### src/l2_pkg.sv
`default_nettype none

package l2_pkg;

    // fixed, the plru tree is built for four ways
    localparam int l2_ways = 4;

    // words per l1 line, as a power of two
    localparam int l1_offset_width = 2;

    typedef enum logic [2:0] {
        st_idle,
        st_lookup,
        st_wb,
        st_wb_wait,
        st_refill,
        st_refill_wait,
        st_respond
    } l2_state_t;

    // owner of the buffered request
    typedef enum logic [1:0] {
        src_none,
        src_icache,
        src_dread,
        src_dwrite
    } l2_src_t;

endpackage

`default_nettype wire

### src/l2_rbuf.sv
`timescale 1ns/1ps
`default_nettype none

module l2_rbuf #(
    parameter int index_width = 2,
    parameter int offset_width = 3,
    localparam int tag_width = 30 - index_width - offset_width
) (
    input  logic                    clk,
    input  logic                    rstn,
    input  logic                    we,
    input  logic [31:0]             addr,
    input  logic [31:0]             wdata,
    input  logic [3:0]              wstrb,
    input  l2_pkg::l2_src_t         src,
    output logic [tag_width-1:0]    buf_tag,
    output logic [index_width-1:0]  buf_index,
    output logic [offset_width-1:0] buf_offset,
    output logic [31:0]             buf_wdata,
    output logic [3:0]              buf_wstrb,
    output l2_pkg::l2_src_t         buf_src
);
    import l2_pkg::*;

    // word address only, byte lanes come from the strobe
    logic [31:2] addr_q;

    always_ff @(posedge clk) begin
        if (we) begin
            addr_q    <= addr[31:2];
            buf_wdata <= wdata;
            buf_wstrb <= wstrb;
        end
    end

    always_ff @(posedge clk) begin
        if (!rstn) begin
            buf_src <= src_none;
        end else if (we) begin
            buf_src <= src;
        end
    end

    assign buf_offset = addr_q[offset_width+1:2];
    assign buf_index  = addr_q[offset_width+index_width+1:offset_width+2];
    assign buf_tag    = addr_q[31:offset_width+index_width+2];

endmodule

`default_nettype wire

### config.mk
export PLATFORM = sky130hd
export DESIGN_NAME = l2_rbuf
export DESIGN_NICKNAME = d
export VERILOG_FILES = /design/src/l2_pkg.sv /design/src/l2_rbuf.sv
export SDC_FILE = /design/constraint.sdc
export NUM_CORES = 1
export LEC_CHECK = 0
export BUFFER_PORTS_ARGS = -buffer_cell sky130_fd_sc_hd__buf_2
export CAP_MARGIN = 20
export CORE_MARGIN = 5
export CORE_UTILIZATION = 35
export CTS_BUF_LIST = sky130_fd_sc_hd__clkbuf_4
export DETAILED_ROUTE_END_ITERATION = 12
export PLACE_DENSITY = 0.7
export SLEW_MARGIN = 20
export SYNTH_ARGS = -nofsm -noshare
export SYNTH_HDL_FRONTEND = slang
export SYNTH_SLANG_ARGS = --single-unit
### constraint.sdc
create_clock -name clk -period 0.85 [get_ports clk]
set_input_delay 0.17 -clock clk [delete_from_list [all_inputs] [get_ports clk]]
set_output_delay 0.17 -clock clk [all_outputs]
set_load 0.05 [all_outputs]
After elaboration in Yosys (flattened, before gate mapping)
Cells that the tools add are included.
- bits of input ports: 73
- logic and storage cells: 4
- output and inout bits: 68
- flip-flop bits (word level): 68

Longest topological paths before layout
Gate-level depths: netlist (run 1).
- word-level depth: 0
- mapped depth: 2
- depth with buffers taken out: 2

Worst setup path after synthesis (run 1)
Ideal clock, no wire load.
- path type: reg-to-reg
- start point: register buf_src[0] (netlist name)
- end point: register buf_src[0]
- slack: -0.053 ns
- setup time: 0.066 ns
- arrival time: 0.838 ns
- path buffers: 0
- period minus slack after synthesis: 0.903 ns
- cell stages (with the launch flop): 3
- cells stage by stage: dfxtp_1 > mux2i_1 > nor2b_1
- RTL lines (element ; RTL line ; source):
    end signal, assigned ; l2_rbuf.sv:38 ; buf_src <= src_none;
    end signal, assigned ; l2_rbuf.sv:40 ; buf_src <= src;
    end, declared ; l2_rbuf.sv:21 ; output l2_pkg::l2_src_t buf_src

Final worst setup path (run 1)
- start point: register buf_wdata[1]
- end point: output port buf_wdata[1]
- RTL lines (element ; RTL line ; source):
    start, declared ; l2_rbuf.sv:19 ; output logic [31:0] buf_wdata,
    start signal, assigned ; l2_rbuf.sv:31 ; buf_wdata <= wdata;
No word-level cell between the ends.

==> reports/results.ini, run 1 <==
[status]
status=complete, but fails checks
failed_checks=setup timing

[synth]
muxShareOfSynthArea_pct=0.974
synth-xor-area-share_pct=0
yosysSeqAreaShare_pct=98.4
synth_top_family_by_area=multiplexers
synth_fa_ha_area_share_pct=0
synth.distinct_cells=4
synth_area_um2=2050
syn_nets=145
synth_top_area_share_pct=96.5
synth_largest_area_cell=edfxtp_1
synth_compound_area_share_pct=0
synth-simple-area-share_pct=0.609
syn_inst=72
ys_ff_latch=68
synthTopCellsByArea=edfxtp_1, dfxtp_1, mux2i_1
yosys_warnings=0
syn_area_per_cell_um2=28.5

[worst_setup_path]
cp.depth=1
ff2ff_path_depth=2
slowest_delay_ps=450
crit_fanout=1
cpMaxStageDelayCell=edfxtp_1
r2r-start=buf_src[0]
cp.required_ps=680
critPathArrivalTime_ps=1030
r2r-end=buf_src[0]
cp-endpoint=buf_wdata[1]
critical-path-top-delay-family=flip-flops
startpoint=buf_wdata[1]
endpoint_kind=output port
crit_path_start_kind=register
cp_num_buf_inv=1
critical_path_class=reg -> out
crit_chain=buf_6
reg2reg_slack_ps=150

[clock_network]
cts_made_buffers=9
cts_tree=done
clkTransAtPathRegs_ps=120
htree_num_levels=3
insertion_delay_ps=400
clk_path_buf_depth=2
cts_num_sinks=68
cts_root_buf=clkbuf_4

[sta]
fin_crit_ps=1200
slew_headroom_pct=87.7
grt_setup_unrepaired=yes
fmax_ghz=0.831
tightest_slew_ps=179
hold_viol_final=0
timing.final.crit_share_pct=142
worst_slack_ps=-354
final.setup.tns_ps=-20010
setup_viol=68
slew_violations=0
fin_worst_skew_ps=0
hold_slack_ps=86.5

[global_routing]
grt_remaining_overflow=0
grt_pass1_wl_mm=10.1
antenna_found_initial=0
grt_pass1_vias=1871
grt_util_all_layers_pct=19.4
grt_max_degree=42

[final_layout]
area_growth_pct=101
final_area_um2=4130
final_common_cell=buf_2
final_cell_mix=buf_2, dlygate4sd3_1, edfxtp_1, buf_6, clkbuf_4
diodes=0
final_net_count=364
fin_util_pct=71.0
n_fill_cell=357
layout-drive-gt1-share_pct=53.0

[die]
io_pins=141
die_y_um=86.6
floorplan.initialDensity_pct=35.3
core_area_um2=5820
die_x_um=86.6
rows=28
dieArea_um2=7500

[placement]
port_buffers=138
place_hpwl_mm=3.59
placedInstanceArea_um2=2880
gp_congestion=0.699

[route]
routed_wirelength_mm=6.83
vias=1590
dr_wl_met2_mm=3.69
wl_met3_um=914
drcViolationCount=0
wl_per_cell_um=18.4
postRouteAntennaNets=0
vias_per_cell=4.29
first_pass_iters=4
drt_iter0_markers=88
routed.top_layer=met4
met1_length_mm=2.13

[power]
p_leak_nw=1.74
ir_drop_mv=1.33
report.power.total_mw=8.14
powerDensity_nw_per_um2=1970

[job]
max-cap-violations=0

[min_path]
min_path_type=in -> reg
hold_depth=3

==> worst register-to-register path, stage by stage, from the launching register on <==
cell	delay [ps]
dfxtp_2	360
mux2i_1	170
nor2b_1	70
==> power breakdown <==
group	total [mW]	switching (mW)	internal, mW	leakage (nW)
clock network	2.01	1.13	0.880	0.0693
registers	4.11	0.138	3.97	0.663
logic	2.02	1.20	0.813	1.01
==> through the flow <==
| step | instances | setup slack, ps |
|---|---|---|
| after floorplan | 72 | 79.4 |
| after global placement | 287 | -29.0 |
| after detailed placement | 287 | -48.0 |
| after CTS | 371 | -354 |
| after global routing | 371 | -413 |
| final | 371 | -354 |
==> how the worst min path moves through the flow <==
stage                                to      start
after floorplan              addr_q[10]   addr[10]
final                        buf_src[0]     src[0]
after CTS                    buf_src[0]     src[0]
after detailed placement  buf_wdata[29]  wdata[29]
after global placement        addr_q[9]    addr[9]
after global routing         buf_src[0]     src[0]
==> metal layers <==
layer	up-vias	track usage (%)
met4	0	8.64
li1	731	-
met3	12	9.98
met2	110	34.6
met1	737	18.4
met5	-	0
==> logic make-up after synthesis <==
logic type and Yosys count:
and+or+nand+nor 2, DFF 68, muxes 2
==> sequential cells by signal (all words and copies together) (netlist names) <==
register   flops
buf_wdata     32
addr_q        30
buf_wstrb      4
buf_src        2
==> synth_stat cells <==
cell type and count:
mux2i_1 2, edfxtp_1 66, dfxtp_1 2, nor2b_1 2
==> final cells by class <==
| cell class | instances | area (um^2) | share of cell area (%) |
|---|---|---|---|
| clock buffers | 9 | 67.6 | 1.64 |
| repair buffers | 208 | 1840 | 44.7 |
| flip-flops and latches | 68 | 2020 | 49.0 |
| well taps | 75 | 93.8 | 2.27 |
| multi-input cells | 4 | 32.5 | 0.788 |
| clock inverters | 7 | 67.6 | 1.64 |
==> repair_timing <==
item / CTS / global route
hold buffers: 68 / 0
gates resized for setup: 138 / 0
endpoints found under the setup margin: 68 / 68
endpoints found under the hold margin: 68 / 0
buffers inserted: 0 / 0
Note: power is estimated with default switching activity, not from simulation.
==> inputs of run 2 (changes only) <==
--- a/config.mk
+++ b/config.mk
@@ -12,6 +12,8 @@
 export CTS_BUF_LIST = sky130_fd_sc_hd__clkbuf_4
 export DETAILED_ROUTE_END_ITERATION = 12
 export PLACE_DENSITY = 0.7
+export RECOVER_POWER = 100
+export REMOVE_ABC_BUFFERS = 1
 export SLEW_MARGIN = 20
 export SYNTH_ARGS = -nofsm -noshare
 export SYNTH_HDL_FRONTEND = slang
==> run 2 against run 1 <==
Effect of this change: cell count grew 0.27%; critical endpoint is now buf_tag[15]; highest routed layer unchanged; combinational power about the same; clock power down 3%; worst hold slack lost 22 ps; setup slack improved by 13 ps; the run still ends with setup timing left; largest cell class unchanged; power is 1.3% lower; register-to-register slack got worse by 90 ps; via count up 0.31%; sequential power barely moved.
==> reports/results.ini, run 2 (synthesis results as in run 1) <==
[global_routing]
grt_pass1_vias=1830  ; -2.2%
busiest_layer=met2
grt_use_met1_pct=17.7  ; -0.75 points
grt_max_degree=29  ; -31%
grt_remaining_overflow=0  ; unchanged
grt_util_all_layers_pct=17.9  ; -1.5 points
use_met3_pct=8.94  ; -1.0 points
grt_use_met2_pct=30.9  ; -3.7 points
grt_pass1_wl_mm=9.51  ; -6.1%
antenna_found_initial=0  ; unchanged

[final_layout]
final_area_um2=4090  ; -1.1%
layoutNonFillerInstCount=372  ; +0.27%
largest-register=buf_wdata
layout-drive-gt1-share_pct=48.5  ; -4.6 points
area_growth_pct=98.8
final_common_cell=dlygate4sd3_1
reg.largest.list=buf_wdata (32), addr_q (30), buf_wstrb (4)
final_net_count=367  ; +0.82%
final_cell_mix=dlygate4sd3_1, edfxtp_1, buf_6
fin_util_pct=70.2  ; -0.77 points
largest_register_ffs=32  ; unchanged
diodes=0  ; unchanged

[clock_network]
cts_num_sinks=68  ; unchanged
insertion_delay_ps=410  ; about the same
cts_made_buffers=9  ; unchanged
clk_path_buf_depth=2  ; unchanged
clkTransAtPathRegs_ps=110  ; about the same
cts_root_buf=clkbuf_4
htree_num_levels=3  ; unchanged
cts_tree=done

[sta]
grt_setup_unrepaired=yes
tightest_slew_ps=377  ; +198 ps
slew_violations=0  ; unchanged
fmax_ghz=0.840  ; +1.1%
hold_viol_final=0  ; unchanged
slew_headroom_pct=74.9  ; -13 points
worst_slack_ps=-340  ; +13.2 ps
fin_crit_ps=1190  ; -13.2 ps
setup_viol=68  ; unchanged
fin_worst_skew_ps=0  ; unchanged
timing.final.crit_share_pct=140  ; -1.5 points

[placement]
placedInstanceArea_um2=2900  ; +0.69%
gp_congestion=0.710  ; +1.5%
dp_cells=290  ; +1.0%
port_buffers=138  ; unchanged
pre_cts_ws_ps=-31.0  ; +17.0 ps
place_hpwl_mm=3.41  ; -5.0%

[die]
core_area_um2=5820  ; unchanged
io_pins=141  ; unchanged
die_x_um=86.6  ; unchanged
rows=28  ; unchanged
floorplan.initialDensity_pct=35.3  ; unchanged
die_y_um=86.6  ; unchanged
dieArea_um2=7500  ; unchanged

[status]
failed_checks=setup timing
status=complete, but fails checks

[worst_setup_path]
startpoint=addr_q[22]
cp.required_ps=680  ; about the same
crit_chain=buf_6
critical_path_class=reg -> out
r2r-start=buf_src[0]
critPathArrivalTime_ps=1020  ; about the same
cpMaxStageDelayCell=edfxtp_1
crit_fanout=1  ; unchanged
slowest_delay_ps=430  ; -20 ps
endpoint_kind=output port
cp_num_buf_inv=1  ; unchanged
ff2ff_path_depth=3  ; +1
crit_path_start_kind=register
cp.depth=1  ; unchanged
critical-path-top-delay-family=flip-flops

[route]
drt_iter0_markers=73  ; -17%
routed_wirelength_mm=6.49  ; -4.9%
wl_per_cell_um=17.5  ; -5.2%
drcViolationCount=0  ; unchanged
vias=1595  ; +0.31%
postRouteAntennaNets=0  ; unchanged
vias_per_cell=4.29  ; about the same
first_pass_iters=4  ; unchanged

[power]
p_leak_nw=1.71  ; -1.8%
powerDensity_nw_per_um2=1970  ; -0.17%
ir_drop_mv=1.28  ; -3.2%
report.power.total_mw=8.03  ; -1.3%

[min_path]
min_path_type=in -> reg
hold_depth=3  ; unchanged
min-delay-start=src[1]

[job]
max-cap-violations=0  ; unchanged

-- run 2: layout make-up --
class	instances	area (um^2)
sequential	68	2020
timing repair buffer	211	1820
fill	396	1730
tap	75	93.8
clock buffer	10	75.1
clock inverter	4	42.5
multi-input combinational	4	32.5
-- run 2: final timing paths --
path	to	slack, ps
worst min-delay path	buf_src[1]	60
worst max register to register	buf_src[0]	60
worst max-delay path	buf_tag[15]	-340
worst min register to register	buf_src[1]	600
-- run 2: power by group --
group | internal (mW) | switching, mW
Clock | 0.876 | 1.07
Sequential | 3.97 | 0.129
Combinational | 0.798 | 1.19
Total | 5.64 | 2.39
-- run 2: through the flow --
stage	TNS [ps]	hold WS, ps
floorplan	-107	269
global placement	-1070	346
detailed placement	-1640	348
CTS	-20500	13.9
global route	-23040	66.2
finish	-20010	64.9
-- run 2: repair_timing --
| action | 4_1_cts | 5_1_grt |
|---|---|---|
| setup buffers | 0 | 1 |
| hold endpoints to repair | 68 | 0 |
| setup endpoints to repair | 68 | 68 |
| hold buffers | 67 | 0 |
| resized for setup | 139 | 1 |
-- run 2: routing by layer --
layer,wire (um),up-vias
met5,0,-
met4,141,0
li1,-,735
met2,3390,105
met3,769,12
met1,2190,743
