`config.mk`:
```
export PLATFORM = sky130hd
export DESIGN_NAME = l2_fsm
export DESIGN_NICKNAME = d
export VERILOG_FILES = /design/src/l2_pkg.sv /design/src/l2_fsm.sv
export SDC_FILE = /design/constraint.sdc
export NUM_CORES = 1
export LEC_CHECK = 0
export BUFFER_PORTS_ARGS = -buffer_cell sky130_fd_sc_hd__buf_2
export CELL_PAD_IN_SITES_DETAIL_PLACEMENT = 0
export CELL_PAD_IN_SITES_GLOBAL_PLACEMENT = 1
export CORE_MARGIN = 4
export CORE_UTILIZATION = 27
export CTS_BUF_LIST = sky130_fd_sc_hd__clkbuf_4 sky130_fd_sc_hd__clkbuf_8 sky130_fd_sc_hd__clkbuf_16
export DETAILED_ROUTE_END_ITERATION = 7
export GPL_ROUTABILITY_DRIVEN = 0
export PLACE_DENSITY_LB_ADDON = 0.1
export SYNTH_ARGS = -nofsm -noshare
export SYNTH_HDL_FRONTEND = slang
export SYNTH_SLANG_ARGS = --single-unit
```
`constraint.sdc`:
```
create_clock -name clk -period 1.67 [get_ports clk]
set_input_delay 0.0835 -clock clk [delete_from_list [all_inputs] [get_ports clk]]
set_output_delay 0.0835 -clock clk [all_outputs]
set_load 0.03 [all_outputs]
```
`src/l2_pkg.sv`:
```
`default_nettype none

package l2_pkg;

    // fixed, the plru tree is built for four ways
    localparam int l2_ways = 4;

    // words per l1 line, as a power of two
    localparam int l1_offset_width = 2;

    typedef enum logic [2:0] {
        st_idle,
        st_lookup,
        st_wb,
        st_wb_wait,
        st_refill,
        st_refill_wait,
        st_respond
    } l2_state_t;

    // owner of the buffered request
    typedef enum logic [1:0] {
        src_none,
        src_icache,
        src_dread,
        src_dwrite
    } l2_src_t;

endpackage

`default_nettype wire

```
`src/l2_fsm.sv`:
```
`timescale 1ns/1ps
`default_nettype none

module l2_fsm #(
    parameter int index_width = 2,
    parameter int offset_width = 3
) (
    input  logic                                clk,
    input  logic                                rstn,
    input  l2_pkg::l2_src_t                     src,
    input  l2_pkg::l2_src_t                     buf_src,
    input  logic [l2_pkg::l2_ways-1:0]          hit_vec,
    input  logic                                victim_dirty,
    input  logic [$clog2(l2_pkg::l2_ways)-1:0]  victim_way,
    input  logic                                mem_rd_addr_ok,
    input  logic                                mem_wr_addr_ok,
    input  logic                                mem_data_ok,
    output logic                                rbuf_we,
    output logic                                icache_addr_ok,
    output logic                                dcache_addr_ok,
    output logic                                icache_data_ok,
    output logic                                dcache_data_ok,
    output logic                                tag_we,
    output logic                                dirty_set,
    output logic                                dirty_clr,
    output logic                                data_word_we,
    output logic                                data_line_we,
    output logic [$clog2(l2_pkg::l2_ways)-1:0]  way_sel,
    output logic                                plru_touch,
    output logic                                mem_rd_req,
    output logic                                mem_wr_req
);
    import l2_pkg::*;

    localparam int way_width = $clog2(l2_ways);

    l2_state_t            state;
    l2_state_t            state_next;
    logic [way_width-1:0] victim_q;
    logic [way_width-1:0] hit_idx;
    logic                 hit;
    logic                 refill_done;

    // the response slices an l1 line out of the l2 line
    if (index_width < 1 || offset_width < l1_offset_width) begin : g_geom_check
        $error("cache geometry out of range");
    end

    assign hit = |hit_vec;

    always_comb begin
        hit_idx = '0;
        for (int w = 0; w < l2_ways; w++) begin
            if (hit_vec[w]) begin
                hit_idx = way_width'(w);
            end
        end
    end

    // no hit outside lookup and respond, so the latched victim applies there
    assign way_sel = hit ? hit_idx : ((state == st_lookup) ? victim_way : victim_q);

    always_comb begin
        state_next = state;
        case (state)
            st_idle: begin
                if (src != src_none) state_next = st_lookup;
            end
            st_lookup: begin
                if (hit) state_next = st_respond;
                else if (victim_dirty) state_next = st_wb;
                else state_next = st_refill;
            end
            st_wb: begin
                if (mem_wr_addr_ok) state_next = st_wb_wait;
            end
            st_wb_wait: begin
                if (mem_data_ok) state_next = st_refill;
            end
            st_refill: begin
                if (mem_rd_addr_ok) state_next = st_refill_wait;
            end
            st_refill_wait: begin
                // replay the lookup against the new line
                if (mem_data_ok) state_next = st_lookup;
            end
            st_respond: state_next = st_idle;
            default: state_next = st_idle;
        endcase
    end

    always_ff @(posedge clk) begin
        if (!rstn) begin
            state <= st_idle;
        end else begin
            state <= state_next;
        end
    end

    always_ff @(posedge clk) begin
        if (state == st_lookup && !hit) begin
            victim_q <= victim_way;
        end
    end

    assign refill_done = (state == st_refill_wait) && mem_data_ok;

    assign rbuf_we        = (state == st_idle) && (src != src_none);
    assign icache_addr_ok = (state == st_idle) && (src == src_icache);
    assign dcache_addr_ok = (state == st_idle) && (src == src_dread || src == src_dwrite);
    assign icache_data_ok = (state == st_respond) && (buf_src == src_icache);
    assign dcache_data_ok = (state == st_respond)
                            && (buf_src == src_dread || buf_src == src_dwrite);

    assign tag_we       = refill_done;
    assign data_line_we = refill_done;
    assign dirty_clr    = refill_done;
    assign data_word_we = (state == st_respond) && (buf_src == src_dwrite);
    assign dirty_set    = data_word_we;
    assign plru_touch   = (state == st_respond) || refill_done;

    assign mem_wr_req = (state == st_wb);
    assign mem_rd_req = (state == st_refill);

    a_one_mem_req: assert property (@(posedge clk) disable iff (!rstn)
        !(mem_rd_req && mem_wr_req));

    a_data_ok_in_respond: assert property (@(posedge clk) disable iff (!rstn)
        (icache_data_ok || dcache_data_ok) |-> state == st_respond);

endmodule

`default_nettype wire

```
# Word-level counts from Yosys, hierarchy flattened
# Cells that the tools add are included.
# totals
output_inout_bits	15
ram_bits	0
in_bits	16
romBits	0
latchBits	0
reg_bits	5
memories	0
# classes
eq_ne	17
n_lt_le_gt_ge	0
bitwise	0
shifts	0
multipliers	0
reduce_logical	16
n_div	0
muxes	13
n_addsub	0
# ops
operator	count
2-to-1 mux 3 bit	7
case mux 3 bit (6 select lines)	1
!= test 2 bit, second input constant	5
equality test 3 bit, second input constant	3
equality test 2 bit, second input constant	4
logical AND 1 bit	8
2-to-1 mux 2 bit	4
equality test 3 x 2 -> 1 bit, second input constant	2
AND reduction 5 bit	1
equality test 2 x 1 -> 1 bit, second input constant	2
OR reduction 4 bit	1
equality test 3 x 1 -> 1 bit, second input constant	1
zero test 3 bit	1
logical OR 1 bit	3
nonzero test 2 bit	1
zero test 1 bit	1
2-to-1 mux 1 bit	1

# Depth between registers and ports, before layout
# depth
depth_word	4
ltp_mapped	6

# Worst setup path after synthesis
# Ideal clock, no wire load.
# synth_timing
path_type	reg-to-output
start	reg state[0]
end	out dcache_addr_ok
path_buffers	2
stages_incl_launch_ff	4
path_slack_ns	-0.080
arrival_time_ns	1.666
cell_sequence	dfxtp_1 -> buf_2 -> buf_2 -> nor4b_1
# synth_between
elab_chain_len	2
# synth_rtl
item	line_no	text
from (decl)	l2_fsm.sv:37	l2_state_t state;
from (signal assigned)	l2_fsm.sv:94	state <= st_idle;
from (signal assigned)	l2_fsm.sv:96	state <= state_next;
zero test 3 bit	l2_fsm.sv:110	assign dcache_addr_ok = (state == st_idle) && (src == src_dread || src == src_dwrite);
logical AND 1 bit	l2_fsm.sv:110	
to (decl)	l2_fsm.sv:20	output logic dcache_addr_ok,
# No other way between the ends.

# Final worst setup path
# layout_timing
start	reg state[2]
end	out way_sel[1] (netlist bit)
# layout_between
elab_chain_len	3
# layout_rtl
item	line_no	text
equality test 3 x 1 -> 1 bit	l2_fsm.sv:61	assign way_sel = hit ? hit_idx : ((state == st_lookup) ? victim_way : victim_q);
2-to-1 mux 2 bit (2 in a row)	l2_fsm.sv:61	
to (decl)	l2_fsm.sv:28	output logic [$clog2(l2_pkg::l2_ways)-1:0] way_sel,
# No other way between the ends.

==> results.yml <==
clocking:
  cts_tree: "done"
  clock_latency_ns: 0.24
  clock-sinks: 5
  h-tree-depth: 1
  numCtsBuffers: 3
  ctsHoldBuffers: 0
  clkTransAtPathRegs_ns: 0.05
  cts_buffer_depth: 2
  root_buffer: "clkbuf_4"
floorplan:
  die_y_um: 50.5
  start_util_pct: 28.5
  rows: 15
  coreArea_um2: 1710
  die_area_um2: 2550
  die_x_um: 50.5
  io_pins: 31
worst_setup_path:
  path_class: "reg2out"
  start_kind: "flip-flop"
  worstReg2RegStart: "state[0]$_SDFFE_PN0P_"
  worst-path-buf-inv: 1
  arrival_ns: 1.42
  cp_slowest_cell: "dfxtp_2"
  rr_worst_depth: 5
  cp_cell_sequence: "nand2b_4 -> nor2_2 -> mux2i_1 -> o31ai_1 -> buf_4"
  critPathRequiredTime_ns: 1.59
  worst-path-stages: 5
  cp-end-kind: "output port"
  r2r_setup_slack_ns: 0.23
  r2r-end: "state[2]$_SDFFE_PN0P_"
  cpPeakStageDelay_ns: 0.35
  crit_fanout: 9
  cp_top_family: "flip-flops"
logic_synthesis:
  synth_top_cell_by_area: "dfxtp_1"
  synth_ff_type: "dfxtp_1"
  synthSimpleGateAreaFrac_pct: 33.2
  yosys-top-cells-area: "dfxtp_1 (12%), edfxtp_1 (12%), nor2_1 (10%)"
  synth.top_cells.by_count: "nor2_1 (13), inv_1 (5), mux2i_1 (4)"
  seq_area_frac_synth_pct: 24.7
  syn_area_per_cell_um2: 7.49
  synth_adder_area_share_pct: 0
  syn-num-nets: 81
  synth.most_common_cell: "nor2_1"
  synthMuxAreaShare_pct: 8.23
  synth.top_cell.area_share_pct: 12.3
  netlist_area_um2: 487
  synth.distinct_cells: 27
  yosysWarnings: 0
  synth_compound_area_share_pct: 19.5
  ys_ff_latch: 5
  synthXorXnorAreaFrac_pct: 0
  synth-async-reset-ratio_pct: 0
  postSynthCellCount: 65
  synth_edf_count: 2
  synth_top_family_by_area: "simple AND/OR/NAND/NOR gates"
timing:
  final_max_slew_viol_count: 0
  rsz0062_at_grt: "no"
  skew_ns: 0.000258
  fin_crit_ns: 1.50
  setup_tns_ns: 0
  slew_headroom_pct: 76.9
  period_share_pct: 90.0
  hold_violations: 0
  worst_pin_slew_ns: 0.345
  fmax_ghz: 0.666
  finalSetupViolations: 0
power:
  swShare_pct: 48.8
  p_per_area_nw_per_um2: 1490
  p_int_w: 0.000527
  power_w: 0.00103
  p_leak_nw: 0.332
  sequentialPowerShare_pct: 19.9
  p_clk_share_pct: 15.5
  comb_power_share_pct: 64.6
  power.switching_w: 0.000503
  irDropWorstVdd_v: 0.000493
hold_path:
  hold_class: "in2reg"
  hp-start: "victim_way[1]"
  min_to: "victim_q[1]$_DFFE_PP_"
  holdPathStages: 1
global_routing:
  gr-usage-all-layers_pct: 12.0
  grt_overflow: 0
  grt_pass1_wl_um: 2190
  antenna_found_initial: 0
  grt_max_degree: 17
  grt_pass1_vias: 519
drt:
  first_pass_iters: 4
  viasPerCell: 4.50
  drt-initial-drc-count: 7
  drc: 0
  vias: 540
  finalWirelength_um: 1350
  wl_per_cell_um: 11.2
  antenna_left: 0
finish:
  final_cells: 120
  fin_nets: 112
  final_area_um2: 689
  final_core_util_pct: 40.4
  antennaDiodeCount: 0
  layout-drive-gt1-share_pct: 46.3
  syn_to_final_growth_pct: 41.6
placed_design:
  port_buffers: 30
  place_hpwl_um: 1090
  post_dp_cell_area_um2: 646
  dp_cells: 116
run:
  cap_viol_max_count: 0
outcome:
  outcome: "finished clean"
[logic make-up (layout without fill, tap and decap cells)]
kind of cell,Yosys count,in the layout
buf+inv,12,42
mux,4,4
simple gates,31,31
flops,5,5
compound gates,13,13
[layer usage]
layer / vias to the layer above / track usage, % / routed length (um)
met5: - / 0 / 0
met4: 0 / 9.42 / 36
li1: 294 / - / -
met2: 14 / 18.5 / 644
met1: 228 / 13.9 / 599
met3: 4 / 3.26 / 67
[metrics by stage]
step           hold slack, ns  worst slack (ns)
2_1_floorplan           0.182          -0.00723
3_3_place_gp            0.281             0.225
3_5_place_dp            0.277             0.187
4_1_cts                0.0227            0.0365
5_1_grt                0.0108            0.0371
6_report               0.0295             0.167
[area by class of cell]
class                   count  area (um^2)
repair buffers             33          175
flip-flops and latches      5          121
fillers                   183         1020
inverters                   5         18.8
well taps                  25         31.3
clock buffers               4         30.0
multi-input cells          48          313
[worst max path at each step]
stage / startpoint / to / slack [ns]
3_3_place_gp: state[2]$_SDFFE_PN0P_ / state[2]$_SDFFE_PN0P_ / 0.22
3_5_place_dp: state[2]$_SDFFE_PN0P_ / state[2]$_SDFFE_PN0P_ / 0.19
4_1_cts: state[2]$_SDFFE_PN0P_ / way_sel[1] / 0.04
2_1_floorplan: state[1]$_SDFFE_PN0P_ / dcache_data_ok / -0.007
5_1_grt: state[2]$_SDFFE_PN0P_ / way_sel[0] / 0.04
6_report: state[2]$_SDFFE_PN0P_ / way_sel[1] / 0.17
[worst register-to-register path, cell delays in order (launching register included)]
cell,delay [ns]
dfxtp_1,0.37
buf_4,0.24
nor2_1,0.09
a2111oi_2,0.42
o221ai_1,0.16
o31ai_1,0.08
[repair_timing]
action,CTS,global route
buffers inserted,0,0
resized for setup,1,3
endpoints found under the setup margin,2,2
pin swaps,0,1
endpoints found under the hold margin,0,0
[power by group through the flow]
stage	logic [W]	registers [W]	clock network (W)
4_1_cts	0.000660	0.000198	0.000164
5_1_grt	0.000733	0.000211	0.000179
2_1_floorplan	0.000519	0.000180	0
3_3_place_gp	0.000657	0.000199	0
3_5_place_dp	0.000655	0.000199	0
6_report	0.000666	0.000205	0.000160
[placed cells by master (no fill, tap or decap)]
cell | synthesis | final
buf_2 | 3 | 29
nor2_1 | 13 | 12
inv_1 | 5 | 5
mux2i_1 | 4 | 4
clkbuf_4 | 0 | 4
buf_4 | 3 | 4
o21ai_0 | 3 | 3
nor4_1 | 3 | 3
nand2_1 | 3 | 3
nand2b_1 | 3 | 2
a21oi_1 | 2 | 2
nor3_1 | 2 | 2
o31ai_1 | 2 | 2
and3_1 | 2 | 2
dfxtp_1 | 3 | 2
edfxtp_1 | 2 | 2
or4_4 | 1 | 1
nand2b_4 | 0 | 1
nor2_2 | 0 | 1
nor4b_2 | 0 | 1
nand3_1 | 1 | 1
nor3b_1 | 1 | 1
and3b_1 | 1 | 1
a2111oi_2 | 1 | 1
a41oi_1 | 1 | 1
o221ai_1 | 1 | 1
o311ai_0 | 1 | 1
o21ai_2 | 1 | 1
o21ai_1 | 1 | 1
dfxtp_2 | 0 | 1
[state kept, by name (all words and copies together), names as in the netlist]
name / count
victim_q: 2
state: 3
Power figures use the tool's default switching activity.
