## src/l2_pkg.sv

```systemverilog
`default_nettype none

package l2_pkg;

    // fixed, the plru tree is built for four ways
    localparam int l2_ways = 4;

    // words per l1 line, as a power of two
    localparam int l1_offset_width = 2;

    typedef enum logic [2:0] {
        st_idle,
        st_lookup,
        st_wb,
        st_wb_wait,
        st_refill,
        st_refill_wait,
        st_respond
    } l2_state_t;

    // owner of the buffered request
    typedef enum logic [1:0] {
        src_none,
        src_icache,
        src_dread,
        src_dwrite
    } l2_src_t;

endpackage

`default_nettype wire

```

## src/l2_plru.sv

```systemverilog
`timescale 1ns/1ps
`default_nettype none

module l2_plru #(
    parameter int index_width = 2
) (
    input  logic                                clk,
    input  logic                                rstn,
    input  logic [index_width-1:0]              index,
    input  logic                                touch,
    input  logic [$clog2(l2_pkg::l2_ways)-1:0]  touch_way,
    input  logic [l2_pkg::l2_ways-1:0]          valid_vec,
    output logic [$clog2(l2_pkg::l2_ways)-1:0]  victim_way
);
    import l2_pkg::*;

    localparam int way_width = $clog2(l2_ways);

    // bit 0 picks the half, bit 1 the left pair, bit 2 the right pair
    logic [2:0] tree [1 << index_width];
    logic [2:0] cur;

    assign cur = tree[index];

    always_comb begin
        victim_way = {cur[0], cur[0] ? cur[2] : cur[1]};
        // lowest invalid way wins over the tree
        for (int w = l2_ways - 1; w >= 0; w--) begin
            if (!valid_vec[w]) begin
                victim_way = way_width'(w);
            end
        end
    end

    always_ff @(posedge clk) begin
        if (!rstn) begin
            for (int s = 0; s < (1 << index_width); s++) begin
                tree[s] <= '0;
            end
        end else if (touch) begin
            tree[index][0] <= ~touch_way[1];
            if (touch_way[1]) begin
                tree[index][2] <= ~touch_way[0];
            end else begin
                tree[index][1] <= ~touch_way[0];
            end
        end
    end

endmodule

`default_nettype wire

```

## config.mk

```make
export PLATFORM = sky130hd
export DESIGN_NAME = l2_plru
export DESIGN_NICKNAME = d
export VERILOG_FILES = /design/src/l2_pkg.sv /design/src/l2_plru.sv
export SDC_FILE = /design/constraint.sdc
export NUM_CORES = 1
export LEC_CHECK = 0
export BUFFER_PORTS_ARGS = -buffer_cell sky130_fd_sc_hd__clkbuf_2
export CAP_MARGIN = 20
export CORE_AREA = 5 5 42 44
export DETAILED_ROUTE_END_ITERATION = 8
export DIE_AREA = 0 0 47 49
export PLACE_DENSITY_LB_ADDON = 0.08
export SKIP_LAST_GASP = 1
export SYNTH_ARGS = -nofsm -noshare
export SYNTH_HDL_FRONTEND = slang
export SYNTH_SLANG_ARGS = --single-unit
```

## constraint.sdc

```tcl
create_clock -name clk -period 2 [get_ports clk]
set_input_delay 0.2 -clock clk [delete_from_list [all_inputs] [get_ports clk]]
set_output_delay 0.2 -clock clk [all_outputs]
set_load 0.005 [all_outputs]
```

## After elaboration in Yosys (flattened, before gate mapping)

Memories as Yosys holds them, arrays and structs flattened.
Index checks and enable logic that the tools add are counted.

| operators by class | value |
|---|---|
| mux-type cells | 20 |
| bitwise gates (word level) | 2 |
| reduce and logical (&&, ||, !) cells | 1 |

Operators by type and width:

| kind | number |
|---|---|
| 1-bit two-way mux | 13 |
| 2-bit two-way mux | 5 |
| 3-bit two-way mux | 2 |
| 3-bit OR reduction | 1 |
| 1-bit inverter | 2 |

| word-level totals | value |
|---|---|
| memory bits (writable) | 12 |
| logic and storage cells | 24 |
| output and inout port bits | 2 |
| memories | 1 |
| bits in registers | 0 |

Memories:

| memory | words | bits a word | rd ports | clocked after memory_dff | write ports | RTL line | text |
|---|---|---|---|---|---|---|---|
| tree | 4 | 3 | 1 | 0 | 4 | l2_plru.sv:20 | `logic [2:0] tree [1 << index_width];` |

## Depth between registers and ports, before layout

Gate-level depths: netlist of the first run.

| logic depth | value |
|---|---|
| depth after elaboration | 6 |
| mapped depth | 4 |
| mapped depth without buffers | 3 |

## Worst setup path before layout of the first run

No wires, ideal clock.

| timing | value |
|---|---|
| path type | reg-to-output |
| start | memory tree[3][0] |
| end | output victim_way[1] (netlist name) |
| data required time | 1800 ps |
| path buffers | 0 |
| path slack | 727 ps |
| cell stages (with the launch flop) | 3 |
| arrival | 1073 ps |
| cells stage by stage | edfxtp_1 mux4_2 o211a_1 |

| on the way | value |
|---|---|
| word-level cells in the longest chain between the ends | 5 |

RTL lines:

| what | RTL line | text |
|---|---|---|
| from (decl) | l2_plru.sv:20 |  |
| memory 4 x 3 bit | -- |  |
| 2-bit two-way mux (4 in a row) | l2_plru.sv:29 | `if (!valid_vec[w]) begin` |
| to (decl) | l2_plru.sv:13 | `output logic [$clog2(l2_pkg::l2_ways)-1:0] victim_way` |

No other way between the ends.

## Worst setup path after layout of the first run

Ends and elaborated chain as after synthesis.

==> impl_results.html, run 1 <==
<table>
<tr><th>Metric</th><th>Value</th></tr>
<tr><th colspan="2">Final layout</th></tr>
<tr><td>Synth-to-layout area growth</td><td>14.3%</td></tr>
<tr><td>Register with the most flip-flops</td><td>tree</td></tr>
<tr><td>Layout Nets</td><td>84</td></tr>
<tr><td>Total area of multi-input combinational cells</td><td>roughly 290 µm²</td></tr>
<tr><td>Registers with the most flip-flops</td><td>tree: 12 flops</td></tr>
<tr><td>Total area of sequential cells</td><td>about 360 µm²</td></tr>
<tr><td>Filler Cells Inserted</td><td>approximately 130</td></tr>
<tr><td>Share of post-route cells with drive strength above 1</td><td>between 20 and 30%</td></tr>
<tr><td>Commonest non-fill, non-tap cells in the layout</td><td>12 x sky130_fd_sc_hd__clkbuf_2, 12 x sky130_fd_sc_hd__edfxtp_1, 11 x sky130_fd_sc_hd__o21ai_1</td></tr>
<tr><td>Max FFs per register</td><td>12</td></tr>
<tr><td>Count of inserted antenna diode cells</td><td>0</td></tr>
<tr><th colspan="2">Synth</th></tr>
<tr><td>Count of warnings emitted by yosys</td><td>0</td></tr>
<tr><td>Seq/Total Area, Yosys</td><td>a little over half</td></tr>
<tr><td>Dominant combinational cell family by area after synthesis</td><td>simple AND/OR/NAND/NOR gates</td></tr>
<tr><td>Flip-flop and latch count after synthesis</td><td>12</td></tr>
<tr><td>Share of cell area taken by muxes after synthesis</td><td>about a tenth</td></tr>
<tr><td>Complex-gate fraction of the synthesized area</td><td>~15%</td></tr>
<tr><td>Synthesized-area fraction occupied by xor and xnor cells</td><td>0%</td></tr>
<tr><td>Fraction of the mapped netlist area in adder cells</td><td>0%</td></tr>
<tr><td>Simple-gate share of the synthesized area</td><td>about a fifth</td></tr>
<tr><td>Per-instance average area after synthesis</td><td>between 10 and 15 µm²</td></tr>
<tr><td>Number of distinct library cell variants in the gate-level netlist after synthesis</td><td>23</td></tr>
<tr><td>Number of nets produced by synthesis</td><td>69</td></tr>
<tr><td>Post-Synthesis Cells</td><td>58</td></tr>
<tr><td>Post-Synthesis Cell Area</td><td>about 670 µm²</td></tr>
<tr><th colspan="2">Worst setup path</th></tr>
<tr><td>Cell type of the slowest stage on the worst timing path</td><td>sky130_fd_sc_hd__mux4_2</td></tr>
<tr><td>Cell chain of the critical path</td><td>mux4_2, o211a_1, clkbuf_2</td></tr>
<tr><td>Critical path required time</td><td>~1800 ps</td></tr>
<tr><td>Type of the worst setup path</td><td>flip-flop to primary output</td></tr>
<tr><td>Critical path launch point type</td><td>flip-flop</td></tr>
<tr><td>Maximum net fanout on the critical path</td><td>2</td></tr>
<tr><td>Capturing element type of the critical path</td><td>primary output</td></tr>
<tr><td>Critical path's top delay family</td><td>multiplexers</td></tr>
<tr><td>Data arrival, critical path</td><td>roughly 1500 ps</td></tr>
<tr><td>Worst path buffer plus inverter count</td><td>1</td></tr>
<tr><td>Largest stage delay, worst path</td><td>490 ps</td></tr>
<tr><th colspan="2">Floorplanning</th></tr>
<tr><td>Count of pins on the block boundary</td><td>13</td></tr>
<tr><td>Std cell rows</td><td>14</td></tr>
<tr><td>Starting utilization of the core area</td><td>a little under half</td></tr>
<tr><td>Die height</td><td>49 µm</td></tr>
<tr><td>Core outline area</td><td>~1400 µm²</td></tr>
<tr><td>Area enclosed by the die boundary</td><td>about 2300 µm²</td></tr>
<tr><td>X dimension of the die</td><td>about 47 µm</td></tr>
<tr><th colspan="2">Routing</th></tr>
<tr><td>Number of detailed-routing iterations run before antenna repair</td><td>4</td></tr>
<tr><td>Total wirelength of the detailed-routed design</td><td>1360 µm</td></tr>
<tr><td>Drt drc</td><td>0</td></tr>
<tr><td>Wire per inst</td><td>15.5 µm</td></tr>
<tr><td>Total number of vias</td><td>about 480</td></tr>
<tr><td>Post-detailed-route via-to-cell ratio</td><td>5.49</td></tr>
<tr><td>Routed Antenna Nets</td><td>0</td></tr>
<tr><td>Violation count after the first detailed-route iteration</td><td>9</td></tr>
<tr><th colspan="2">GRT</th></tr>
<tr><td>Largest net degree at the start of global routing</td><td>17</td></tr>
<tr><td>Number of global-route vias before repair</td><td>~440</td></tr>
<tr><td>Wire length of the first global-routing pass</td><td>slightly above 2000 µm</td></tr>
<tr><td>Antenna violations before repair</td><td>0</td></tr>
<tr><td>Total overflow reported by the global router</td><td>0</td></tr>
<tr><td>Tot GR Track Use</td><td>between 10 and 15%</td></tr>
<tr><th colspan="2">CTS</th></tr>
<tr><td>H-tree depth</td><td>1</td></tr>
<tr><td>Largest buffer count on any clock path</td><td>2</td></tr>
<tr><td>Buffers inserted by post-CTS timing repair</td><td>0</td></tr>
<tr><td>Hold-fix buffers, CTS</td><td>0</td></tr>
<tr><td>Number of buffers created by CTS</td><td>3</td></tr>
<tr><td>PostCTS Resize Cnt</td><td>0</td></tr>
<tr><td>Root buffer selected by CTS</td><td>sky130_fd_sc_hd__clkbuf_4</td></tr>
<tr><td>Clock-pin slew on the worst setup and hold paths</td><td>70 ps</td></tr>
<tr><td>TritonCTS sink count</td><td>12</td></tr>
<tr><td>Clock tree from TritonCTS</td><td>yes</td></tr>
<tr><th colspan="2">STA</th></tr>
<tr><td>Post-route minimum period</td><td>1710 ps</td></tr>
<tr><td>RSZ-0062 raised after global routing</td><td>false</td></tr>
<tr><td>Fin crit share</td><td>approximately 85%</td></tr>
<tr><td>Slew at the pin closest to its max-slew limit</td><td>~260 ps</td></tr>
<tr><td>Final hold violations</td><td>0</td></tr>
<tr><td>Setup TNS Final</td><td>0 ps</td></tr>
<tr><td>Number of pins with negative max-slew slack in the final report</td><td>0</td></tr>
<tr><td>Max-slew headroom at the worst pin</td><td>just over 80%</td></tr>
<tr><td>Fmax</td><td>slightly below 600 MHz</td></tr>
<tr><td>Setup-failing EPs final</td><td>0</td></tr>
<tr><th colspan="2">Power and ir drop</th></tr>
<tr><td>Portion of total power attributed to combinational logic</td><td>about 14%</td></tr>
<tr><td>Clk pwr share</td><td>between 20% and 30%</td></tr>
<tr><td>Sequential cell fraction of total power</td><td>between 50% and 60%</td></tr>
<tr><td>Net switching component of the power</td><td>0.128 mW</td></tr>
<tr><td>Fraction of power spent switching nets</td><td>around a quarter</td></tr>
<tr><td>Cell internal pwr</td><td>~0.4 mW</td></tr>
<tr><td>Peak supply drop</td><td>around 0.40 mV</td></tr>
<tr><td>Power per cell area</td><td>roughly 690 nW/µm²</td></tr>
<tr><td>Lkg Pwr</td><td>a little under 0.3 nW</td></tr>
<tr><td>Post-route total power</td><td>approximately 0.53 mW</td></tr>
<tr><th colspan="2">Placement</th></tr>
<tr><td>Half-perimeter wire length after placement</td><td>about 1100 µm</td></tr>
<tr><td>Port bufs</td><td>12</td></tr>
<tr><td>GP Congestion</td><td>a little over 0.7</td></tr>
<tr><th colspan="2">Status</th></tr>
<tr><td>Status</td><td>complete, no violations</td></tr>
<tr><th colspan="2">Run</th></tr>
<tr><td>Number of maximum-capacitance violations</td><td>0</td></tr>
<tr><th colspan="2">Min path</th></tr>
<tr><td>Class of the most critical hold timing path</td><td>input pin to flip-flop</td></tr>
</table>
[power groups by stage]
stage	Combinational, mW	Clock (mW)	Sequential, mW
2_1_floorplan	0.0486	0	0.306
3_3_place_gp	0.0740	0	0.309
3_5_place_dp	0.0751	0	0.310
4_1_cts	0.0754	0.153	0.304
5_1_grt	0.0823	0.166	0.306
6_report	0.0755	0.150	0.304
[cell type report]
class,count,share of cell area [%]
Clock buffer,3,2.96
Inverter,2,0.985
Sequential cell,12,47.3
Multi-Input combinational cell,42,37.8
Clock inverter,1,0.493
Timing Repair Buffer,12,7.88
Tap cell,16,2.63
[synthesized netlist by cell type, drive strengths merged]
master	count	area share (%)
buf	1	1.1
clkbuf	1	0.56
edfxtp	12	54
inv	2	1.1
mux2i	4	6.0
mux4	1	3.4
nand2	3	1.7
nand2b	2	1.9
nand3b	1	1.1
nand4b	1	1.3
nor2	7	3.9
nor3	2	1.5
nor3b	1	1.1
nor4b	1	2.3
o211a	1	1.5
o211ai	1	1.1
o21ai	12	9.0
o22ai	1	1.9
o311a	1	1.5
or2	1	0.94
or2b	2	3.0
[routing by layer]
layer,routed length (µm),track usage (%),vias up
li1,-,-,248
met1,626,17.3,219
met2,649,18.8,14
met3,76,2.21,2
met4,10,6.91,0
met5,0,0,-
[per-stage QoR]
stage	setup slack [ps]	cell area [µm²]	utilization [%]	cells	hold WS, ps
final	293	762	54.4	88	313
after global routing	238	762	54.4	88	296
after CTS	272	762	54.4	88	299
after detailed placement	575	736	52.5	84	589
after global placement	612	736	52.5	84	578
after floorplan	727	667	-	58	391
[final timing paths]
check,slack [ps],from,cells past startpoint,to
worst max-delay path,290,tree[3][0],3,victim_way[1]
worst min-delay path,310,touch_way[0],2,tree[1][1]
[logic make-up (layout without fill, tap and decap cells)]
family                 Yosys count  after routing
buffers and inverters            4             18
DFF                             12             12
muxes                            5              5
AOI/OAI and AO/OA               16             16
and+or+nand+nor                 21             21
Note: power is estimated with default switching activity, not from simulation.
==> run 2, diff against run 1 <==
--- a/config.mk
+++ b/config.mk
@@ -5,9 +5,11 @@
 export SDC_FILE = /design/constraint.sdc
 export NUM_CORES = 1
 export LEC_CHECK = 0
+export ABC_AREA = 1
 export BUFFER_PORTS_ARGS = -buffer_cell sky130_fd_sc_hd__clkbuf_2
 export CAP_MARGIN = 20
 export CORE_AREA = 5 5 42 44
+export CTS_BUF_LIST = sky130_fd_sc_hd__clkbuf_4
 export DETAILED_ROUTE_END_ITERATION = 8
 export DIE_AREA = 0 0 47 49
 export PLACE_DENSITY_LB_ADDON = 0.08
==> run 2 against run 1 <==
Largest power group unchanged. Combinational power is 17% higher. Via count is 33% higher. Synthesized cell count is 66% higher. Maximum frequency is 10% higher. Worst setup slack better by 160 ps.
==> impl_results.html, run 2 <==
<table>
<tr><th>Metric</th><th>Value</th></tr>
<tr><th colspan="2">STA</th></tr>
<tr><td>Fin crit share</td><td>77.6% (was 85.3%)</td></tr>
<tr><td>Setup-failing EPs final</td><td>0 (unchanged)</td></tr>
<tr><td>RSZ-0062 raised after global routing</td><td>false (unchanged)</td></tr>
<tr><td>Slew at the pin closest to its max-slew limit</td><td>342 ps (was 265 ps)</td></tr>
<tr><td>PnR worst setup slack</td><td>449 ps (was 293 ps)</td></tr>
<tr><td>Setup TNS Final</td><td>0 ps (unchanged)</td></tr>
<tr><td>Fmax</td><td>645 MHz (was 586 MHz)</td></tr>
<tr><td>Post-route minimum period</td><td>1550 ps (was 1710 ps)</td></tr>
<tr><td>Number of pins with negative max-slew slack in the final report</td><td>0 (unchanged)</td></tr>
<tr><td>Max-slew headroom at the worst pin</td><td>77.2% (was 82.4%)</td></tr>
<tr><td>Final hold violations</td><td>0 (unchanged)</td></tr>
<tr><th colspan="2">Routing</th></tr>
<tr><td>Post-detailed-route via-to-cell ratio</td><td>5.12 (was 5.49)</td></tr>
<tr><td>Drt drc</td><td>0 (unchanged)</td></tr>
<tr><td>Violation count after the first detailed-route iteration</td><td>33 (was 9)</td></tr>
<tr><td>Wire per inst</td><td>11.0 µm (was 15.5 µm)</td></tr>
<tr><td>Number of detailed-routing iterations run before antenna repair</td><td>4 (unchanged)</td></tr>
<tr><td>Routed Antenna Nets</td><td>0 (unchanged)</td></tr>
<tr><td>Total number of vias</td><td>640 (was 483)</td></tr>
<tr><td>Total wirelength of the detailed-routed design</td><td>1380 µm (was 1360 µm)</td></tr>
<tr><th colspan="2">Floorplanning</th></tr>
<tr><td>Count of pins on the block boundary</td><td>13 (unchanged)</td></tr>
<tr><td>X dimension of the die</td><td>47 µm (unchanged)</td></tr>
<tr><td>Die height</td><td>49 µm (unchanged)</td></tr>
<tr><td>Core outline area</td><td>1400 µm² (unchanged)</td></tr>
<tr><td>Area enclosed by the die boundary</td><td>2300 µm² (unchanged)</td></tr>
<tr><td>Starting utilization of the core area</td><td>52.3% (was 47.6%)</td></tr>
<tr><td>Std cell rows</td><td>14 (unchanged)</td></tr>
<tr><th colspan="2">Final layout</th></tr>
<tr><td>Registers with the most flip-flops</td><td>tree: 12 flops (unchanged)</td></tr>
<tr><td>Area of all placed cells without fillers</td><td>821 µm² (was 762 µm²)</td></tr>
<tr><td>Commonest non-fill, non-tap cells in the layout</td><td>25 x sky130_fd_sc_hd__nand2_1, 16 x sky130_fd_sc_hd__inv_1, 12 x sky130_fd_sc_hd__nor2_1, 12 x sky130_fd_sc_hd__clkbuf_2, 12 x sky130_fd_sc_hd__edfxtp_1 (was 12 x sky130_fd_sc_hd__clkbuf_2, 12 x sky130_fd_sc_hd__edfxtp_1, 11 x sky130_fd_sc_hd__o21ai_1)</td></tr>
<tr><td>Filler Cells Inserted</td><td>143 (was 132)</td></tr>
<tr><td>Non-filler instance count after layout</td><td>125 (was 88)</td></tr>
<tr><td>Count of inserted antenna diode cells</td><td>0 (unchanged)</td></tr>
<tr><td>Layout Nets</td><td>121 (was 84)</td></tr>
<tr><td>Leading cell type in the layout, fill and taps excluded</td><td>sky130_fd_sc_hd__nand2_1</td></tr>
<tr><td>Register with the most flip-flops</td><td>tree (unchanged)</td></tr>
<tr><td>Max FFs per register</td><td>12 (unchanged)</td></tr>
<tr><td>Share of post-route cells with drive strength above 1</td><td>21.1% (was 27.8%)</td></tr>
<tr><td>Synth-to-layout area growth</td><td>11.9% (was 14.3%)</td></tr>
<tr><th colspan="2">Worst setup path</th></tr>
<tr><td>Worst path depth</td><td>9 (was 3)</td></tr>
<tr><td>Type of the worst setup path</td><td>flip-flop to primary output (unchanged)</td></tr>
<tr><td>Critical path launch point type</td><td>flip-flop (unchanged)</td></tr>
<tr><td>Data arrival, critical path</td><td>1350 ps (was 1510 ps)</td></tr>
<tr><td>Cell type of the slowest stage on the worst timing path</td><td>sky130_fd_sc_hd__edfxtp_1 (was sky130_fd_sc_hd__mux4_2)</td></tr>
<tr><td>Maximum net fanout on the critical path</td><td>2 (unchanged)</td></tr>
<tr><td>Most numerous cell on the critical path</td><td>sky130_fd_sc_hd__nand2_1</td></tr>
<tr><td>Worst path buffer plus inverter count</td><td>2 (was 1)</td></tr>
<tr><td>Cell chain of the critical path</td><td>nand2_1, inv_1, nor2_2, nand2_1, nand3_1, nand3_1, nand2_1, a21oi_2, clkbuf_2 (was mux4_2, o211a_1, clkbuf_2)</td></tr>
<tr><td>Capturing element type of the critical path</td><td>primary output (unchanged)</td></tr>
<tr><td>Critical path required time</td><td>1800 ps (about the same)</td></tr>
<tr><td>Largest stage delay, worst path</td><td>370 ps (was 490 ps)</td></tr>
<tr><td>Critical path's top delay family</td><td>simple AND/OR/NAND/NOR gates (was multiplexers)</td></tr>
<tr><th colspan="2">CTS</th></tr>
<tr><td>Buffers inserted by post-CTS timing repair</td><td>0 (unchanged)</td></tr>
<tr><td>PostCTS Resize Cnt</td><td>0 (unchanged)</td></tr>
<tr><td>Number of buffers created by CTS</td><td>3 (unchanged)</td></tr>
<tr><td>Root buffer selected by CTS</td><td>sky130_fd_sc_hd__clkbuf_4 (unchanged)</td></tr>
<tr><td>Clock tree from TritonCTS</td><td>yes (unchanged)</td></tr>
<tr><td>Hold-fix buffers, CTS</td><td>0 (unchanged)</td></tr>
<tr><td>Clock-pin slew on the worst setup and hold paths</td><td>70 ps (about the same)</td></tr>
<tr><td>Largest buffer count on any clock path</td><td>2 (unchanged)</td></tr>
<tr><td>TritonCTS sink count</td><td>12 (unchanged)</td></tr>
<tr><td>H-tree depth</td><td>1 (unchanged)</td></tr>
<tr><th colspan="2">Synth</th></tr>
<tr><td>Flip-flop and latch count after synthesis</td><td>12 (unchanged)</td></tr>
<tr><td>Post-synth top area cell</td><td>sky130_fd_sc_hd__edfxtp_1 (unchanged)</td></tr>
<tr><td>Seq/Total Area, Yosys</td><td>49.1% (was 54.0%)</td></tr>
<tr><td>Count of warnings emitted by yosys</td><td>0 (unchanged)</td></tr>
<tr><td>Number of nets produced by synthesis</td><td>107 (was 69)</td></tr>
<tr><td>Post-Synthesis Cell Area</td><td>733 µm² (was 667 µm²)</td></tr>
<tr><td>Number of distinct library cell variants in the gate-level netlist after synthesis</td><td>17 (was 23)</td></tr>
<tr><td>Most used DFF post-synth</td><td>sky130_fd_sc_hd__edfxtp_1 (unchanged)</td></tr>
<tr><td>Most used standard cells in the synthesized netlist</td><td>25 x sky130_fd_sc_hd__nand2_1, 16 x sky130_fd_sc_hd__inv_1, 12 x sky130_fd_sc_hd__edfxtp_1, 12 x sky130_fd_sc_hd__nor2_1, 6 x sky130_fd_sc_hd__a21oi_1 (was 12 x sky130_fd_sc_hd__edfxtp_1, 11 x sky130_fd_sc_hd__o21ai_1, 7 x sky130_fd_sc_hd__nor2_1)</td></tr>
<tr><td>Async set-reset flop share out of synthesis</td><td>0% (unchanged)</td></tr>
<tr><td>Proportion of netlist area held by the largest area contributor</td><td>49.1% (was 54.0%)</td></tr>
<tr><td>Leading cell types by total area after synthesis</td><td>sky130_fd_sc_hd__edfxtp_1 49%, sky130_fd_sc_hd__nand2_1 13%, sky130_fd_sc_hd__inv_1 8.2% (was sky130_fd_sc_hd__edfxtp_1 54%, sky130_fd_sc_hd__o21ai_1 8.3%, sky130_fd_sc_hd__mux2i_1 6.0%)</td></tr>
<tr><td>EDFF count, synth</td><td>12 (unchanged)</td></tr>
<tr><td>Post-Synthesis Cells</td><td>96 (was 58)</td></tr>
<tr><td>Cell with the most instances after synthesis</td><td>sky130_fd_sc_hd__nand2_1 (was sky130_fd_sc_hd__edfxtp_1)</td></tr>
<tr><td>Per-instance average area after synthesis</td><td>7.64 µm² (was 11.5 µm²)</td></tr>
<tr><th colspan="2">GRT</th></tr>
<tr><td>Total overflow reported by the global router</td><td>0 (unchanged)</td></tr>
<tr><td>Number of global-route vias before repair</td><td>545 (was 441)</td></tr>
<tr><td>Wire length of the first global-routing pass</td><td>2210 µm (was 2040 µm)</td></tr>
<tr><td>Largest net degree at the start of global routing</td><td>14 (was 17)</td></tr>
<tr><td>Antenna violations before repair</td><td>0 (unchanged)</td></tr>
<tr><td>Tot GR Track Use</td><td>13.7% (was 12.8%)</td></tr>
<tr><th colspan="2">Run</th></tr>
<tr><td>Number of maximum-capacitance violations</td><td>0 (unchanged)</td></tr>
<tr><th colspan="2">Placement</th></tr>
<tr><td>Port bufs</td><td>12 (unchanged)</td></tr>
<tr><td>Placed instance area</td><td>795 µm² (was 736 µm²)</td></tr>
<tr><td>Half-perimeter wire length after placement</td><td>1090 µm (was 1050 µm)</td></tr>
<tr><td>Count of placed standard cells including taps</td><td>121 (was 84)</td></tr>
<tr><td>GP Congestion</td><td>0.728 (was 0.714)</td></tr>
<tr><td>Placement-stage worst setup slack</td><td>579 ps (was 575 ps)</td></tr>
<tr><th colspan="2">Power and ir drop</th></tr>
<tr><td>Peak supply drop</td><td>0.391 mV (was 0.396 mV)</td></tr>
<tr><td>Post-route total power</td><td>0.543 mW (was 0.529 mW)</td></tr>
<tr><td>Lkg Pwr</td><td>0.399 nW (was 0.292 nW)</td></tr>
<tr><td>Power per cell area</td><td>662 nW/µm² (was 694 nW/µm²)</td></tr>
<tr><th colspan="2">Status</th></tr>
<tr><td>Status</td><td>complete, no violations (unchanged)</td></tr>
<tr><th colspan="2">Min path</th></tr>
<tr><td>Worst Hold Launch</td><td>touch_way[0] (unchanged)</td></tr>
<tr><td>Hold-critical path endpoint</td><td>tree[3][1] (was tree[1][1])</td></tr>
<tr><td>Class of the most critical hold timing path</td><td>input pin to flip-flop (unchanged)</td></tr>
<tr><td>Instance count along the most critical hold path</td><td>2 (unchanged)</td></tr>
</table>
[run 2: changes by cell type after synthesis, moves of 5 or more]
cell / delta
sky130_fd_sc_hd__inv_1: +14
sky130_fd_sc_hd__nand2_1: +22
sky130_fd_sc_hd__nor2_1: +5
sky130_fd_sc_hd__a21oi_1: +6
sky130_fd_sc_hd__o21ai_1: -9
[run 2: how the worst max path moves through the flow]
stage / start / endpoint
3_5_place_dp: index[0] / victim_way[0]
5_1_grt: tree[3][0] / victim_way[0]
6_report: tree[1][0] / victim_way[0]
2_1_floorplan: tree[2][0] / victim_way[0]
4_1_cts: tree[1][0] / victim_way[0]
3_3_place_gp: index[0] / victim_way[0]
[run 2: cell families after synthesis]
family,count (synthesis),synth area share [%]
and+or+nand+nor,51,29.7
buffers and inverters,20,11.3
AOI/OAI and AO/OA,13,9.90
DFF,12,49.1
[run 2: cell type report]
type                    count  area (µm²)  share of cell area (%)
clock buffers               3        22.5                    2.74
multi-input cells          64         290                    35.4
clock inverters             1        3.75                   0.457
well taps                  16        20.0                    2.44
inverters                  17        63.8                    7.77
flip-flops and latches     12         360                    43.9
repair buffers             12        60.1                    7.32
[run 2: metal layers]
layer | share of wire, % | GRT usage, %
met5 | 0 | 0
met3 | 8.4 | 2.21
met4 | 3.1 | 9.68
met2 | 46 | 20.4
met1 | 42 | 17.4
[run 2: power by group]
| group | total (mW) | internal, mW | switching [mW] |
|---|---|---|---|
| combinational | 0.0880 | 0.0314 | 0.0565 |
| sequential | 0.302 | 0.296 | 0.00527 |
| clock | 0.154 | 0.0724 | 0.0813 |
| total | 0.543 | 0.400 | 0.143 |
[run 2: stage by stage]
stage	hold slack, ps	utilization (%)
after floorplan	403	-
after global placement	507	56.7
after detailed placement	506	56.7
after CTS	211	58.6
after global routing	213	58.6
final	216	58.6
==> run 3, diff against run 2 <==
--- a/config.mk
+++ b/config.mk
@@ -8,10 +8,10 @@
 export ABC_AREA = 1
 export BUFFER_PORTS_ARGS = -buffer_cell sky130_fd_sc_hd__clkbuf_2
 export CAP_MARGIN = 20
-export CORE_AREA = 5 5 42 44
+export CORE_MARGIN = 5
+export CORE_UTILIZATION = 56
 export CTS_BUF_LIST = sky130_fd_sc_hd__clkbuf_4
 export DETAILED_ROUTE_END_ITERATION = 8
-export DIE_AREA = 0 0 47 49
 export PLACE_DENSITY_LB_ADDON = 0.08
 export SKIP_LAST_GASP = 1
 export SYNTH_ARGS = -nofsm -noshare
==> constraint.sdc (replaced) <==
create_clock -name clk -period 1.6 [get_ports clk]
set_input_delay 0.16 -clock clk [delete_from_list [all_inputs] [get_ports clk]]
set_output_delay 0.16 -clock clk [all_outputs]
set_load 0.005 [all_outputs]
==> run 3 against run 2 <==
Power is 23% higher. Routed wire length is 9.0% lower. Critical path depth stayed put. Critical path type unchanged. Largest power group unchanged.
==> impl_results.html, run 3 (same netlist as run 2, synthesis figures left out) <==
<table>
<tr><th>Metric</th><th>Value</th></tr>
<tr><th colspan="2">Worst setup path</th></tr>
<tr><td>Data arrival, critical path</td><td>1310 ps (was 1350 ps)</td></tr>
<tr><td>Critical path required time</td><td>1440 ps (was 1800 ps)</td></tr>
<tr><td>Critical path launch point type</td><td>flip-flop (unchanged)</td></tr>
<tr><td>Maximum net fanout on the critical path</td><td>2 (unchanged)</td></tr>
<tr><td>Capturing element type of the critical path</td><td>primary output (unchanged)</td></tr>
<tr><td>Type of the worst setup path</td><td>flip-flop to primary output (unchanged)</td></tr>
<tr><th colspan="2">Placement</th></tr>
<tr><td>GP Congestion</td><td>0.795 (was 0.728)</td></tr>
<tr><td>Port bufs</td><td>12 (unchanged)</td></tr>
<tr><td>Half-perimeter wire length after placement</td><td>992 µm (was 1090 µm)</td></tr>
<tr><th colspan="2">STA</th></tr>
<tr><td>Final hold violations</td><td>0 (unchanged)</td></tr>
<tr><td>Number of pins with negative max-slew slack in the final report</td><td>0 (unchanged)</td></tr>
<tr><td>Post-route minimum period</td><td>1470 ps</td></tr>
<tr><td>Slew at the pin closest to its max-slew limit</td><td>311 ps (was 342 ps)</td></tr>
<tr><td>Fin crit share</td><td>~90%</td></tr>
<tr><td>RSZ-0062 raised after global routing</td><td>false (unchanged)</td></tr>
<tr><td>Setup TNS Final</td><td>0 ps (unchanged)</td></tr>
<tr><td>Setup-failing EPs final</td><td>0 (unchanged)</td></tr>
<tr><td>Max-slew headroom at the worst pin</td><td>79.2% (was 77.2%)</td></tr>
<tr><td>Fmax</td><td>about 680 MHz</td></tr>
<tr><th colspan="2">Floorplanning</th></tr>
<tr><td>Std cell rows</td><td>13 (was 14)</td></tr>
<tr><td>Area enclosed by the die boundary</td><td>2130 µm² (was 2300 µm²)</td></tr>
<tr><td>Die height</td><td>46.2 µm (was 49 µm)</td></tr>
<tr><td>Starting utilization of the core area</td><td>57.8% (was 52.3%)</td></tr>
<tr><td>X dimension of the die</td><td>46.2 µm (was 47 µm)</td></tr>
<tr><td>Core outline area</td><td>1270 µm² (was 1400 µm²)</td></tr>
<tr><td>Count of pins on the block boundary</td><td>13 (unchanged)</td></tr>
<tr><th colspan="2">Final layout</th></tr>
<tr><td>Leading cell type in the layout, fill and taps excluded</td><td>sky130_fd_sc_hd__nand2_1 (unchanged)</td></tr>
<tr><td>Count of inserted antenna diode cells</td><td>0 (unchanged)</td></tr>
<tr><td>Synth-to-layout area growth</td><td>11.8% (was 11.9%)</td></tr>
<tr><td>Register with the most flip-flops</td><td>tree (unchanged)</td></tr>
<tr><td>Registers with the most flip-flops</td><td>tree: 12 flops (unchanged)</td></tr>
<tr><td>Commonest non-fill, non-tap cells in the layout</td><td>25 x sky130_fd_sc_hd__nand2_1, 16 x sky130_fd_sc_hd__inv_1, 12 x sky130_fd_sc_hd__nor2_1, 12 x sky130_fd_sc_hd__clkbuf_2, 12 x sky130_fd_sc_hd__edfxtp_1 (unchanged)</td></tr>
<tr><td>Share of post-route cells with drive strength above 1</td><td>21.1% (unchanged)</td></tr>
<tr><td>Max FFs per register</td><td>12 (unchanged)</td></tr>
<tr><td>Layout Nets</td><td>121 (unchanged)</td></tr>
<tr><th colspan="2">GRT</th></tr>
<tr><td>Number of global-route vias before repair</td><td>569 (was 545)</td></tr>
<tr><td>Antenna violations before repair</td><td>0 (unchanged)</td></tr>
<tr><td>Largest net degree at the start of global routing</td><td>14 (unchanged)</td></tr>
<tr><td>Wire length of the first global-routing pass</td><td>2150 µm (was 2210 µm)</td></tr>
<tr><td>Tot GR Track Use</td><td>14.2% (was 13.7%)</td></tr>
<tr><td>Total overflow reported by the global router</td><td>0 (unchanged)</td></tr>
<tr><th colspan="2">CTS</th></tr>
<tr><td>TritonCTS sink count</td><td>12 (unchanged)</td></tr>
<tr><td>Hold-fix buffers, CTS</td><td>0 (unchanged)</td></tr>
<tr><td>Buffers inserted by post-CTS timing repair</td><td>0 (unchanged)</td></tr>
<tr><td>Clock-pin slew on the worst setup and hold paths</td><td>70 ps (about the same)</td></tr>
<tr><td>Clock tree from TritonCTS</td><td>yes (unchanged)</td></tr>
<tr><td>Largest buffer count on any clock path</td><td>2 (unchanged)</td></tr>
<tr><td>PostCTS Resize Cnt</td><td>0 (unchanged)</td></tr>
<tr><td>Root buffer selected by CTS</td><td>sky130_fd_sc_hd__clkbuf_4 (unchanged)</td></tr>
<tr><td>Number of buffers created by CTS</td><td>3 (unchanged)</td></tr>
<tr><td>H-tree depth</td><td>1 (unchanged)</td></tr>
<tr><th colspan="2">Routing</th></tr>
<tr><td>Post-detailed-route via-to-cell ratio</td><td>4.92 (was 5.12)</td></tr>
<tr><td>Wire per inst</td><td>10.1 µm (was 11.0 µm)</td></tr>
<tr><td>Violation count after the first detailed-route iteration</td><td>5 (was 33)</td></tr>
<tr><td>Routed Antenna Nets</td><td>0 (unchanged)</td></tr>
<tr><td>Total number of vias</td><td>610 (was 640)</td></tr>
<tr><td>Total wirelength of the detailed-routed design</td><td>1250 µm (was 1380 µm)</td></tr>
<tr><td>Number of detailed-routing iterations run before antenna repair</td><td>2 (was 4)</td></tr>
<tr><td>Drt drc</td><td>0 (unchanged)</td></tr>
<tr><th colspan="2">Status</th></tr>
<tr><td>Status</td><td>complete, no violations (unchanged)</td></tr>
<tr><th colspan="2">Min path</th></tr>
<tr><td>Class of the most critical hold timing path</td><td>input pin to flip-flop (unchanged)</td></tr>
<tr><th colspan="2">Power and ir drop</th></tr>
<tr><td>Post-route total power</td><td>0.669 mW (was 0.543 mW)</td></tr>
<tr><td>Lkg Pwr</td><td>0.399 nW (unchanged)</td></tr>
<tr><td>Peak supply drop</td><td>0.522 mV (was 0.391 mV)</td></tr>
<tr><td>Power per cell area</td><td>817 nW/µm² (was 662 nW/µm²)</td></tr>
<tr><th colspan="2">Run</th></tr>
<tr><td>Number of maximum-capacitance violations</td><td>0 (unchanged)</td></tr>
</table>
==> run 3: worst paths after layout <==
check / start / endpoint / slack (ps) / cells after the start
worst max-delay path: tree[1][0] / victim_way[0] / 130 / 9
worst min-delay path: touch_way[0] / tree[3][2] / 200 / 2
==> run 3: area by class of cell <==
| class | count | area, µm² |
|---|---|---|
| Clock buffer | 3 | 22.5 |
| Sequential cell | 12 | 360 |
| Tap cell | 15 | 18.8 |
| Timing Repair Buffer | 12 | 60.1 |
| Fill cell | 131 | 449 |
| Inverter | 17 | 63.8 |
| Clock inverter | 1 | 3.75 |
| Multi-Input combinational cell | 64 | 290 |
==> run 3: worst max-delay path, stage by stage, from the launching register on <==
cell	delay, ps
sky130_fd_sc_hd__edfxtp_1	370
sky130_fd_sc_hd__nand2_1	90
sky130_fd_sc_hd__inv_1	50
sky130_fd_sc_hd__nor2_2	130
sky130_fd_sc_hd__nand2_1	60
sky130_fd_sc_hd__nand3_1	70
sky130_fd_sc_hd__nand3_1	60
sky130_fd_sc_hd__nand2_1	70
sky130_fd_sc_hd__a21oi_2	50
sky130_fd_sc_hd__clkbuf_2	100
==> run 3: through the flow <==
step	util (%)	area, µm²	hold slack, ps	setup slack, ps	cells
floorplan	-	733	358	576	96
global placement	62.5	793	469	204	120
detailed placement	62.5	793	473	199	120
CTS	64.6	820	190	114	124
global route	64.6	820	183	25.0	124
finish	64.6	820	196	131	124
==> run 3: where the power goes <==
part	total, mW	switching [mW]	internal, mW
logic	0.108	0.0689	0.0393
registers	0.377	0.00665	0.370
clock network	0.184	0.0941	0.0901
==> run 3: routing by layer <==
metal	up-vias	track usage [%]	share of wire, %
met1	264	16.7	47
met3	2	3.91	6.9
met4	0	8.52	1.0
li1	331	-	-
met2	13	22.8	45
met5	-	0	0
